[src/hw/mmu_pkg.sv]
// shared types for the Sv39 data-side MMU
// 64-bit PTEs, 56-bit physical and 39-bit virtual addresses
// only U and S privilege are decoded, M mode is not handled here

package mmu_pkg;

  // --------------------------------------------------
  // address and table geometry
  localparam int unsigned VLEN     = 39;
  localparam int unsigned PLEN     = 56;
  localparam int unsigned PPNW     = 44;
  localparam int unsigned PAGE_OFS = 12;
  localparam int unsigned VPN_W    = 9;
  localparam int unsigned LEVELS   = 3;
  localparam int unsigned PTE_W    = 64;
  localparam int unsigned ASID_W   = 16;

  typedef enum logic [1:0] {
    U = 2'b00,
    S = 2'b01
  } priv_lvl_e;

  // one layout for leaves and pointers
  typedef struct packed {
    logic [9:0]      reserved;
    logic [PPNW-1:0] ppn;
    logic [1:0]      rsw;
    logic            d;
    logic            a;
    logic            g;
    logic            u;
    logic            x;
    logic            w;
    logic            r;
    logic            v;
  } pte_t;

  // --------------------------------------------------
  // exceptions
  typedef enum logic [3:0] {
    LD_ACCESS_FAULT  = 4'd5,
    ST_ACCESS_FAULT  = 4'd7,
    LOAD_PAGE_FAULT  = 4'd13,
    STORE_PAGE_FAULT = 4'd15
  } exc_cause_e;

  typedef struct packed {
    exc_cause_e      cause;
    logic [VLEN-1:0] tval;
    logic            valid;
  } mmu_exc_t;

  // --------------------------------------------------
  // internal and port records
  typedef struct packed {
    logic                     valid;
    logic                     is_2m;
    logic                     is_1g;
    logic [VLEN-PAGE_OFS-1:0] vpn;
    logic [ASID_W-1:0]        asid;
    pte_t                     content;
  } tlb_update_t;

  typedef struct packed {
    logic            req;
    logic [VLEN-1:0] vaddr;
    logic            is_store;
  } lsu_req_t;

  // read-only master, pwrite stays low
  typedef struct packed {
    logic            psel;
    logic            penable;
    logic            pwrite;
    logic [PLEN-1:0] paddr;
  } apb_req_t;

  typedef struct packed {
    logic [PTE_W-1:0] prdata;
    logic             pready;
    logic             pslverr;
  } apb_rsp_t;

  typedef struct packed {
    logic            page_fault;
    logic            access_fault;
    logic [VLEN-1:0] vaddr;
  } walk_err_t;

endpackage

[src/hw/mmu_ptw.sv]
`timescale 1ns/1ps
// Sv39 page-table walker with an APB master for PTE reads
// one walk at a time, misses seen while busy are ignored
// A and D bits are never written back, a clear A bit faults

module mmu_ptw
  import mmu_pkg::*;
(
  input  logic              clk_i,
  input  logic              rst_ni,
  input  logic              en_translation_i,
  input  logic [PPNW-1:0]   satp_ppn_i,
  input  logic [ASID_W-1:0] asid_i,
  input  lsu_req_t          req_i,
  input  logic              lu_hit_i,
  output apb_req_t          apb_o,
  input  apb_rsp_t          apb_i,
  output tlb_update_t       update_o,
  output logic              walk_done_o,
  output walk_err_t         walk_err_o
);

  typedef enum logic [1:0] {
    IDLE,
    SETUP,
    ACCESS,
    ERR
  } state_e;

  state_e                      state_q, state_d;
  logic [$clog2(LEVELS)-1:0]   lvl_q;
  logic [PPNW-1:0]             ppn_q;
  logic [VLEN-1:0]             vaddr_q;
  logic [ASID_W-1:0]           asid_q;
  logic                        pf_q;
  logic                        af_q;
  logic [VPN_W-1:0]            vpn_sel;
  pte_t                        pte;
  logic                        rsp_ok;
  logic                        is_leaf;
  logic                        misaligned;
  logic                        pte_bad;
  logic                        last_lvl;

  // level 0 indexes with VPN[2]
  assign vpn_sel  = vaddr_q[PAGE_OFS + VPN_W * (LEVELS - 1 - lvl_q) +: VPN_W];
  assign last_lvl = (lvl_q == LEVELS - 1);
  assign pte      = pte_t'(apb_i.prdata);
  assign rsp_ok   = (state_q == ACCESS) && apb_i.pready;
  assign is_leaf  = pte.r || pte.x;

  // superpage PPN must be aligned to its page size
  always_comb begin
    misaligned = 1'b0;
    if (lvl_q == 0) begin
      misaligned = |pte.ppn[2*VPN_W-1:0];
    end else if (lvl_q == 1) begin
      misaligned = |pte.ppn[VPN_W-1:0];
    end
  end

  assign pte_bad = !pte.v || (pte.w && !pte.r)
                 || (is_leaf && (misaligned || !pte.a))
                 || (!is_leaf && last_lvl);

  // --------------------------------------------------
  // APB master, 8-byte PTE address from table PPN and VPN field
  assign apb_o.psel    = (state_q == SETUP) || (state_q == ACCESS);
  assign apb_o.penable = (state_q == ACCESS);
  assign apb_o.pwrite  = 1'b0;
  assign apb_o.paddr   = {ppn_q, vpn_sel, 3'b000};

  // refill goes out in the cycle the leaf is accepted
  assign update_o.valid   = rsp_ok && !apb_i.pslverr && !pte_bad && is_leaf;
  assign update_o.is_1g   = (lvl_q == 0);
  assign update_o.is_2m   = (lvl_q == 1);
  assign update_o.vpn     = vaddr_q[VLEN-1:PAGE_OFS];
  assign update_o.asid    = asid_q;
  assign update_o.content = pte;

  assign walk_done_o             = (state_q == ERR);
  assign walk_err_o.page_fault   = pf_q;
  assign walk_err_o.access_fault = af_q;
  assign walk_err_o.vaddr        = vaddr_q;

  // --------------------------------------------------
  // next state
  always_comb begin
    state_d = state_q;
    case (state_q)
      IDLE: begin
        if (en_translation_i && req_i.req && !lu_hit_i) begin
          state_d = SETUP;
        end
      end
      SETUP: state_d = ACCESS;
      ACCESS: begin
        if (rsp_ok) begin
          if (apb_i.pslverr || pte_bad) begin
            state_d = ERR;
          end else if (is_leaf) begin
            state_d = IDLE;
          end else begin
            state_d = SETUP;
          end
        end
      end
      default: state_d = IDLE;
    endcase
  end

  always_ff @(posedge clk_i or negedge rst_ni) begin
    if (!rst_ni) begin
      state_q <= IDLE;
    end else begin
      state_q <= state_d;
    end
  end

  // walk context, latched at the miss and per level
  always_ff @(posedge clk_i) begin
    if (state_q == IDLE && state_d == SETUP) begin
      vaddr_q <= req_i.vaddr;
      asid_q  <= asid_i;
      ppn_q   <= satp_ppn_i;
      lvl_q   <= '0;
    end else if (rsp_ok && state_d == SETUP) begin
      // pointer, descend one level
      ppn_q <= pte.ppn;
      lvl_q <= lvl_q + 1'b1;
    end
    if (rsp_ok) begin
      af_q <= apb_i.pslverr;
      pf_q <= !apb_i.pslverr && pte_bad;
    end
  end

endmodule

[src/hw/mmu_resp_stage.sv]
`timescale 1ns/1ps
// cycle-1 response stage that registers the lookup every cycle
// privilege level, SUM and translation enable are taken live in cycle 1
// with translation off the physical address is the zero-extended vaddr

module mmu_resp_stage
  import mmu_pkg::*;
(
  input  logic            clk_i,
  input  logic            rst_ni,
  input  logic            en_translation_i,
  input  priv_lvl_e       priv_lvl_i,
  input  logic            sum_i,
  input  lsu_req_t        req_i,
  input  logic            lu_hit_i,
  input  pte_t            lu_content_i,
  input  logic            lu_is_2m_i,
  input  logic            lu_is_1g_i,
  input  logic            walk_done_i,
  input  walk_err_t       walk_err_i,
  output logic            dtlb_hit_o,
  output logic [PPNW-1:0] dtlb_ppn_o,
  output logic            valid_o,
  output logic [PLEN-1:0] paddr_o,
  output mmu_exc_t        exception_o
);

  logic            req_q;
  logic            hit_q;
  logic            done_q;
  logic [VLEN-1:0] vaddr_q;
  logic            store_q;
  pte_t            pte_q;
  logic            is_2m_q;
  logic            is_1g_q;
  walk_err_t       err_q;
  logic            priv_err;

  // --------------------------------------------------
  // cycle 0 hit and PPN straight from the TLB
  assign dtlb_hit_o = en_translation_i ? lu_hit_i : 1'b1;

  always_comb begin
    dtlb_ppn_o = PPNW'(req_i.vaddr[VLEN-1:PAGE_OFS]);
    if (en_translation_i) begin
      dtlb_ppn_o = lu_content_i.ppn;
      if (lu_is_2m_i) begin
        dtlb_ppn_o[VPN_W-1:0] = req_i.vaddr[PAGE_OFS +: VPN_W];
      end
      if (lu_is_1g_i) begin
        dtlb_ppn_o[2*VPN_W-1:0] = req_i.vaddr[PAGE_OFS +: 2*VPN_W];
      end
    end
  end

  // --------------------------------------------------
  // pipeline registers
  always_ff @(posedge clk_i or negedge rst_ni) begin
    if (!rst_ni) begin
      req_q  <= 1'b0;
      hit_q  <= 1'b0;
      done_q <= 1'b0;
    end else begin
      req_q  <= req_i.req;
      hit_q  <= lu_hit_i;
      done_q <= walk_done_i;
    end
  end

  always_ff @(posedge clk_i) begin
    vaddr_q <= req_i.vaddr;
    store_q <= req_i.is_store;
    pte_q   <= lu_content_i;
    is_2m_q <= lu_is_2m_i;
    is_1g_q <= lu_is_1g_i;
    err_q   <= walk_err_i;
  end

  // U mode needs u set and S mode may touch user pages only with SUM
  assign priv_err = (priv_lvl_i == U && !pte_q.u)
                 || (priv_lvl_i == S && pte_q.u && !sum_i);

  // --------------------------------------------------
  // cycle 1 address and exception
  always_comb begin
    paddr_o     = PLEN'(vaddr_q);
    valid_o     = req_q;
    exception_o = '0;
    if (en_translation_i) begin
      valid_o = (req_q && hit_q) || done_q;
      paddr_o = {pte_q.ppn, vaddr_q[PAGE_OFS-1:0]};
      // superpages pass the low VPN fields through
      if (is_2m_q) begin
        paddr_o[PAGE_OFS +: VPN_W] = vaddr_q[PAGE_OFS +: VPN_W];
      end
      if (is_1g_q) begin
        paddr_o[PAGE_OFS +: 2*VPN_W] = vaddr_q[PAGE_OFS +: 2*VPN_W];
      end
      if (done_q) begin
        exception_o.valid = err_q.page_fault || err_q.access_fault;
        exception_o.tval  = err_q.vaddr;
        if (err_q.access_fault) begin
          exception_o.cause = store_q ? ST_ACCESS_FAULT : LD_ACCESS_FAULT;
        end else begin
          exception_o.cause = store_q ? STORE_PAGE_FAULT : LOAD_PAGE_FAULT;
        end
      end else if (req_q && hit_q) begin
        exception_o.tval = vaddr_q;
        if (store_q) begin
          exception_o.cause = STORE_PAGE_FAULT;
          exception_o.valid = !pte_q.w || !pte_q.d || priv_err;
        end else begin
          exception_o.cause = LOAD_PAGE_FAULT;
          exception_o.valid = !pte_q.r || priv_err;
        end
      end
    end
  end

endmodule

[src/hw/mmu_tlb.sv]
`timescale 1ns/1ps
// fully associative data TLB for 4K, 2M and 1G pages
// lookup is combinational, refill and flush act on the clock edge
// a flush in the same cycle as a refill drops the refill
// TLB_ENTRIES must be 2 or more

module mmu_tlb
  import mmu_pkg::*;
#(
  parameter int unsigned TLB_ENTRIES = 4
) (
  input  logic              clk_i,
  input  logic              rst_ni,
  input  logic              flush_i,
  input  logic              lu_access_i,
  input  logic [VLEN-1:0]   lu_vaddr_i,
  input  logic [ASID_W-1:0] lu_asid_i,
  input  tlb_update_t       update_i,
  output logic              lu_hit_o,
  output pte_t              lu_content_o,
  output logic              lu_is_2m_o,
  output logic              lu_is_1g_o
);

  localparam int unsigned PTR_W = $clog2(TLB_ENTRIES);

  typedef struct packed {
    logic [ASID_W-1:0] asid;
    logic [VPN_W-1:0]  vpn2;
    logic [VPN_W-1:0]  vpn1;
    logic [VPN_W-1:0]  vpn0;
    logic              is_2m;
    logic              is_1g;
    logic              g;
  } tag_t;

  logic [TLB_ENTRIES-1:0] valid_q;
  tag_t                   tags_q    [TLB_ENTRIES];
  pte_t                   content_q [TLB_ENTRIES];
  logic [PTR_W-1:0]       rr_q;
  logic [VPN_W-1:0]       lu_vpn2;
  logic [VPN_W-1:0]       lu_vpn1;
  logic [VPN_W-1:0]       lu_vpn0;
  logic [TLB_ENTRIES-1:0] match;

  assign lu_vpn0 = lu_vaddr_i[PAGE_OFS +: VPN_W];
  assign lu_vpn1 = lu_vaddr_i[PAGE_OFS + VPN_W +: VPN_W];
  assign lu_vpn2 = lu_vaddr_i[PAGE_OFS + 2 * VPN_W +: VPN_W];

  // --------------------------------------------------
  // lookup
  always_comb begin
    lu_hit_o     = 1'b0;
    lu_content_o = '0;
    lu_is_2m_o   = 1'b0;
    lu_is_1g_o   = 1'b0;
    for (int i = 0; i < TLB_ENTRIES; i++) begin
      // global pages ignore the ASID
      // lower VPN fields are don't-care for superpages
      match[i] = lu_access_i && valid_q[i]
               && (tags_q[i].g || tags_q[i].asid == lu_asid_i)
               && tags_q[i].vpn2 == lu_vpn2
               && (tags_q[i].is_1g || tags_q[i].vpn1 == lu_vpn1)
               && (tags_q[i].is_1g || tags_q[i].is_2m || tags_q[i].vpn0 == lu_vpn0);
      if (match[i]) begin
        lu_hit_o     = 1'b1;
        lu_content_o = content_q[i];
        lu_is_2m_o   = tags_q[i].is_2m;
        lu_is_1g_o   = tags_q[i].is_1g;
      end
    end
  end

  // --------------------------------------------------
  // valid bits and round-robin victim pointer
  always_ff @(posedge clk_i or negedge rst_ni) begin
    if (!rst_ni) begin
      valid_q <= '0;
      rr_q    <= '0;
    end else if (flush_i) begin
      valid_q <= '0;
    end else if (update_i.valid) begin
      valid_q[rr_q] <= 1'b1;
      // wrap at the last entry, count need not be a power of two
      rr_q <= (rr_q == PTR_W'(TLB_ENTRIES - 1)) ? '0 : rr_q + 1'b1;
    end
  end

  // tag and PTE storage
  always_ff @(posedge clk_i) begin
    if (update_i.valid && !flush_i) begin
      tags_q[rr_q].asid  <= update_i.asid;
      tags_q[rr_q].vpn2  <= update_i.vpn[2*VPN_W +: VPN_W];
      tags_q[rr_q].vpn1  <= update_i.vpn[VPN_W +: VPN_W];
      tags_q[rr_q].vpn0  <= update_i.vpn[0 +: VPN_W];
      tags_q[rr_q].is_2m <= update_i.is_2m;
      tags_q[rr_q].is_1g <= update_i.is_1g;
      tags_q[rr_q].g     <= update_i.content.g;
      content_q[rr_q]    <= update_i.content;
    end
  end

endmodule

[src/hw/mmu_top.sv]
`timescale 1ns/1ps
// Sv39 data MMU top, TLB plus walker plus response stage
// the LSU holds its request until lsu_valid_o

module mmu_top
  import mmu_pkg::*;
(
  input  logic              clk_i,
  input  logic              rst_ni,
  input  logic              flush_i,
  input  logic              en_translation_i,
  input  priv_lvl_e         priv_lvl_i,
  input  logic              sum_i,
  input  logic [PPNW-1:0]   satp_ppn_i,
  input  logic [ASID_W-1:0] asid_i,
  input  lsu_req_t          lsu_req_i,
  output logic              lsu_dtlb_hit_o,
  output logic [PPNW-1:0]   lsu_dtlb_ppn_o,
  output logic              lsu_valid_o,
  output logic [PLEN-1:0]   lsu_paddr_o,
  output mmu_exc_t          lsu_exception_o,
  output apb_req_t          apb_o,
  input  apb_rsp_t          apb_i
);

  localparam int unsigned DTLB_ENTRIES = 4;

  logic        lu_hit;
  pte_t        lu_content;
  logic        lu_is_2m;
  logic        lu_is_1g;
  tlb_update_t tlb_update;
  logic        walk_done;
  walk_err_t   walk_err;

  mmu_tlb #(
    .TLB_ENTRIES(DTLB_ENTRIES)
  ) dtlb0 (
    .clk_i        (clk_i),
    .rst_ni       (rst_ni),
    .flush_i      (flush_i),
    .lu_access_i  (lsu_req_i.req),
    .lu_vaddr_i   (lsu_req_i.vaddr),
    .lu_asid_i    (asid_i),
    .update_i     (tlb_update),
    .lu_hit_o     (lu_hit),
    .lu_content_o (lu_content),
    .lu_is_2m_o   (lu_is_2m),
    .lu_is_1g_o   (lu_is_1g)
  );

  mmu_ptw ptw0 (
    .clk_i            (clk_i),
    .rst_ni           (rst_ni),
    .en_translation_i (en_translation_i),
    .satp_ppn_i       (satp_ppn_i),
    .asid_i           (asid_i),
    .req_i            (lsu_req_i),
    .lu_hit_i         (lu_hit),
    .apb_o            (apb_o),
    .apb_i            (apb_i),
    .update_o         (tlb_update),
    .walk_done_o      (walk_done),
    .walk_err_o       (walk_err)
  );

  mmu_resp_stage resp0 (
    .clk_i            (clk_i),
    .rst_ni           (rst_ni),
    .en_translation_i (en_translation_i),
    .priv_lvl_i       (priv_lvl_i),
    .sum_i            (sum_i),
    .req_i            (lsu_req_i),
    .lu_hit_i         (lu_hit),
    .lu_content_i     (lu_content),
    .lu_is_2m_i       (lu_is_2m),
    .lu_is_1g_i       (lu_is_1g),
    .walk_done_i      (walk_done),
    .walk_err_i       (walk_err),
    .dtlb_hit_o       (lsu_dtlb_hit_o),
    .dtlb_ppn_o       (lsu_dtlb_ppn_o),
    .valid_o          (lsu_valid_o),
    .paddr_o          (lsu_paddr_o),
    .exception_o      (lsu_exception_o)
  );

endmodule

[config.mk]
export PLATFORM = sky130hd
export DESIGN_NAME = mmu_top
export DESIGN_NICKNAME = d
export VERILOG_FILES = /design/src/hw/mmu_pkg.sv /design/src/hw/mmu_ptw.sv /design/src/hw/mmu_resp_stage.sv /design/src/hw/mmu_tlb.sv /design/src/hw/mmu_top.sv
export SDC_FILE = /design/constraint.sdc
export NUM_CORES = 1
export LEC_CHECK = 0
export BUFFER_PORTS_ARGS = -buffer_cell sky130_fd_sc_hd__buf_2
export CAP_MARGIN = 40
export CELL_PAD_IN_SITES_DETAIL_PLACEMENT = 1
export CELL_PAD_IN_SITES_GLOBAL_PLACEMENT = 1
export CORE_MARGIN = 5
export CORE_UTILIZATION = 48
export DETAILED_ROUTE_END_ITERATION = 10
export PLACE_DENSITY = 0.91
export SLEW_MARGIN = 0
export SYNTH_ARGS = -nofsm -noshare
export SYNTH_HDL_FRONTEND = slang
export SYNTH_HIERARCHICAL = 1
export SYNTH_SLANG_ARGS = --single-unit
export TNS_END_PERCENT = 5
[constraint.sdc]
create_clock -name clk_i -period 6.1 [get_ports clk_i]
set_input_delay 0.61 -clock clk_i [delete_from_list [all_inputs] [get_ports clk_i]]
set_output_delay 0.61 -clock clk_i [all_outputs]
set_load 0.02 [all_outputs]
==> out/metrics.csv <==
stage,metric,value,unit
outcome,outcome,completed,
timing,final.setup_skew,22.9,ps
clock_tree,cts_made_buffers,66,
cells_and_area,drive_above_1_share,0.336,
timing,period_minus_slack,5380,ps
timing,slew_violations,0,
grt,grt.overflow.total,0,
cells_and_area,fin_nets,2188,
clock_tree,cts_max_level,3,
detailed_routing,antenna_left,0,
setup_path,worst_path_max_delay_cell,nand2b_1,
die,floorplan.initialDensity,0.482,
cells_and_area,finalInstanceArea,0.0299,mm²
die,fp.dieH,242,µm
clock_tree,clk_pin_slew_worst_paths,60,ps
place,dp_slack,1010,ps
cells_and_area,syn_to_final_growth,15.9,%
place,placed_area,0.0278,mm²
place,gp_congestion,0.872,
detailed_routing,wirelength,75300,µm
clock_tree,cts_setup_buffers,0,
detailed_routing,drt_iter0_markers,1271,
timing,hold_violations,0,
clock_tree,insertion_delay,590,ps
grt,grt_pass1_wl,113000,µm
timing,timing.hold.ws,137,ps
detailed_routing,firstDrtPassIters,5,
setup_path,path_cells,xor2_1 > nor4_1 > a41oi_1 > nor4_4 > a2bb2oi_1 > o21ai_1 > a22o_1 > nand2b_1 > nor2_4 > mux2_2 > buf_2,
die,row_count,85,
clock_tree,holdBufCountCts,1,
timing,fin_tns_setup,0,ps
run,cap_viol_max_count,0,
hold_path,hold_path.class,input port to register,
cells_and_area,post-route-util,0.559,
setup_path,cp_max_fo,10,
pwr,p_per_area,384,mW/mm²
detailed_routing,avgRoutedWirePerCell,27.3,µm
detailed_routing,vias,15826,
setup_path,critPathArrivalTime,4770,ps
timing,grt_setup_unrepaired,no,
die,dieWidth,242,µm
clock_tree,root_buffer,clkbuf_16,
timing,fin_ws,719,ps
clock_tree,cts_sinks,621,
clock_tree,cts_buffer_depth,3,
yosys,synthCells,1710,
timing,setup_viol,0,
detailed_routing,routed_via_density,5.74,
timing,max_slew_margin,0.395,
cells_and_area,fillers,5210,
timing,worst_pin_slew,907,ps
pwr,power.leakage,0.0111,µW
grt,grt_max_degree,56,
grt,grt_pass1_vias,17568,
clock_tree,cts_tree,built,
clock_tree,ctsResizeCount,0,
yosys,synthesis.area,0.0258,mm²
place,port_buffers,362,
setup_path,cp.required,5490,ps
yosys,ys_warn_count,6,
die,design.core.area,0.0536,mm²
die,ios,379,
setup_path,crit_path_start_kind,register,
setup_path,crit_type,register to output pin,
detailed_routing,drc,0,
die,die-area,0.0586,mm²
grt,track_usage,0.252,
timing,fmax,186,MHz
place,dp_hpwl,51700,µm
grt,antenna_found_initial,8,
timing,period_share,0.882,
setup_path,cpLargestDelayFamily,simple AND/OR/NAND/NOR gates,
setup_path,critPathMaxStageDelay,570,ps
pwr,ir_worst_vdd,0.000240,V
yosys,avgSynthCellArea,15.1,µm²
setup_path,path_buf_inv,1,
setup_path,endpoint_kind,output pin,
[stage by stage]
stage / total power, µW / cells
2_1_floorplan: 6830 / 1713
3_3_place_gp: 7460 / 2619
3_5_place_dp: 7630 / 2628
4_1_cts: 11600 / 2750
5_1_grt: 11900 / 2754
6_report: 11500 / 2755
[per-layer routing]
| layer | share of wire | track usage | wire length, µm |
|---|---|---|---|
| met4 | 0.038 | 0.104 | 2840 |
| met3 | 0.057 | 0.0462 | 4290 |
| met5 | 0.00036 | 0 | 27 |
| met1 | 0.39 | 0.306 | 29600 |
| met2 | 0.51 | 0.444 | 38600 |
[flip-flops by register name (all words and copies together) (netlist names)]
name             flops
resp0/store_q        1
dtlb0/valid_q        4
dtlb0/rr_q           2
resp0/err_q         41
resp0/is_2m_q        1
ptw0/ppn_q          44
resp0/req_q          1
resp0/pte_q         48
ptw0/lvl_q           2
resp0/is_1g_q        1
ptw0/vaddr_q        39
resp0/done_q         1
resp0/vaddr_q       39
ptw0/state_q         2
dtlb0/content_q    196
ptw0/pf_q            1
ptw0/af_q            1
ptw0/asid_q         16
resp0/hit_q          1
dtlb0/tags_q       180
[power breakdown]
group,internal [µW],switching (µW),leakage [µW],total (µW)
Clock,2290,1630,0.00102,3920
Sequential,4900,206,0.00554,5110
Combinational,958,1510,0.00457,2460
[cell usage in the layout, fill, tap and decap left out, types with 6 or more instances in the layout]
cell / count
edfxtp_1: 477
buf_2: 362
dfxtp_1: 132
xor2_1: 121
mux2_2: 93
nand2_1: 85
o21ai_0: 71
clkbuf_16: 68
nor2_1: 64
mux2i_1: 59
xnor2_1: 51
a221oi_2: 48
o21ai_1: 48
and2_1: 38
nor4_1: 30
clkbuf_1: 24
mux4_2: 24
buf_4: 23
a21oi_1: 16
ha_1: 13
inv_1: 12
mux2_4: 11
nand4_1: 10
nor3_1: 10
nand3_1: 10
dfrtp_1: 10
nor2b_1: 9
a41oi_1: 7
clkbuf_8: 6
buf_16: 6
[path summary, 6_finish.rpt]
path	startpoint	to	slack, ps	depth (start not counted)
setup / recovery	dtlb0/tags_q[1][43]$_DFFE_PP_	lsu_dtlb_ppn_o[3]	720	11
hold / removal	lsu_req_i[0]	resp0/store_q$_DFF_P_	140	1
setup reg to reg	dtlb0/tags_q[1][4]$_DFFE_PP_	ptw0/ppn_q[29]$_DFFE_PP_	1560	11
hold reg to reg	ptw0/pf_q$_DFFE_PP_	resp0/err_q[40]$_DFF_P_	350	0
max in group asynchronous	rst_ni	resp0/done_q$_DFF_PN0_	5330	2
min in group asynchronous	rst_ni	ptw0/state_q[0]$_DFF_PN0_	510	2
[layout make-up]
class                   instances  area, µm²  area share
clock inverters                21        228     0.00760
repair buffers                396       2230      0.0746
well taps                     696        871      0.0291
diodes                          5       12.5    0.000418
clock buffers                 100       1890      0.0631
flip-flops and latches        621      17300       0.577
multi-input cells             901       7390       0.247
inverters                      15       56.3     0.00188
No activity file was read; power rests on OpenSTA's default activity.
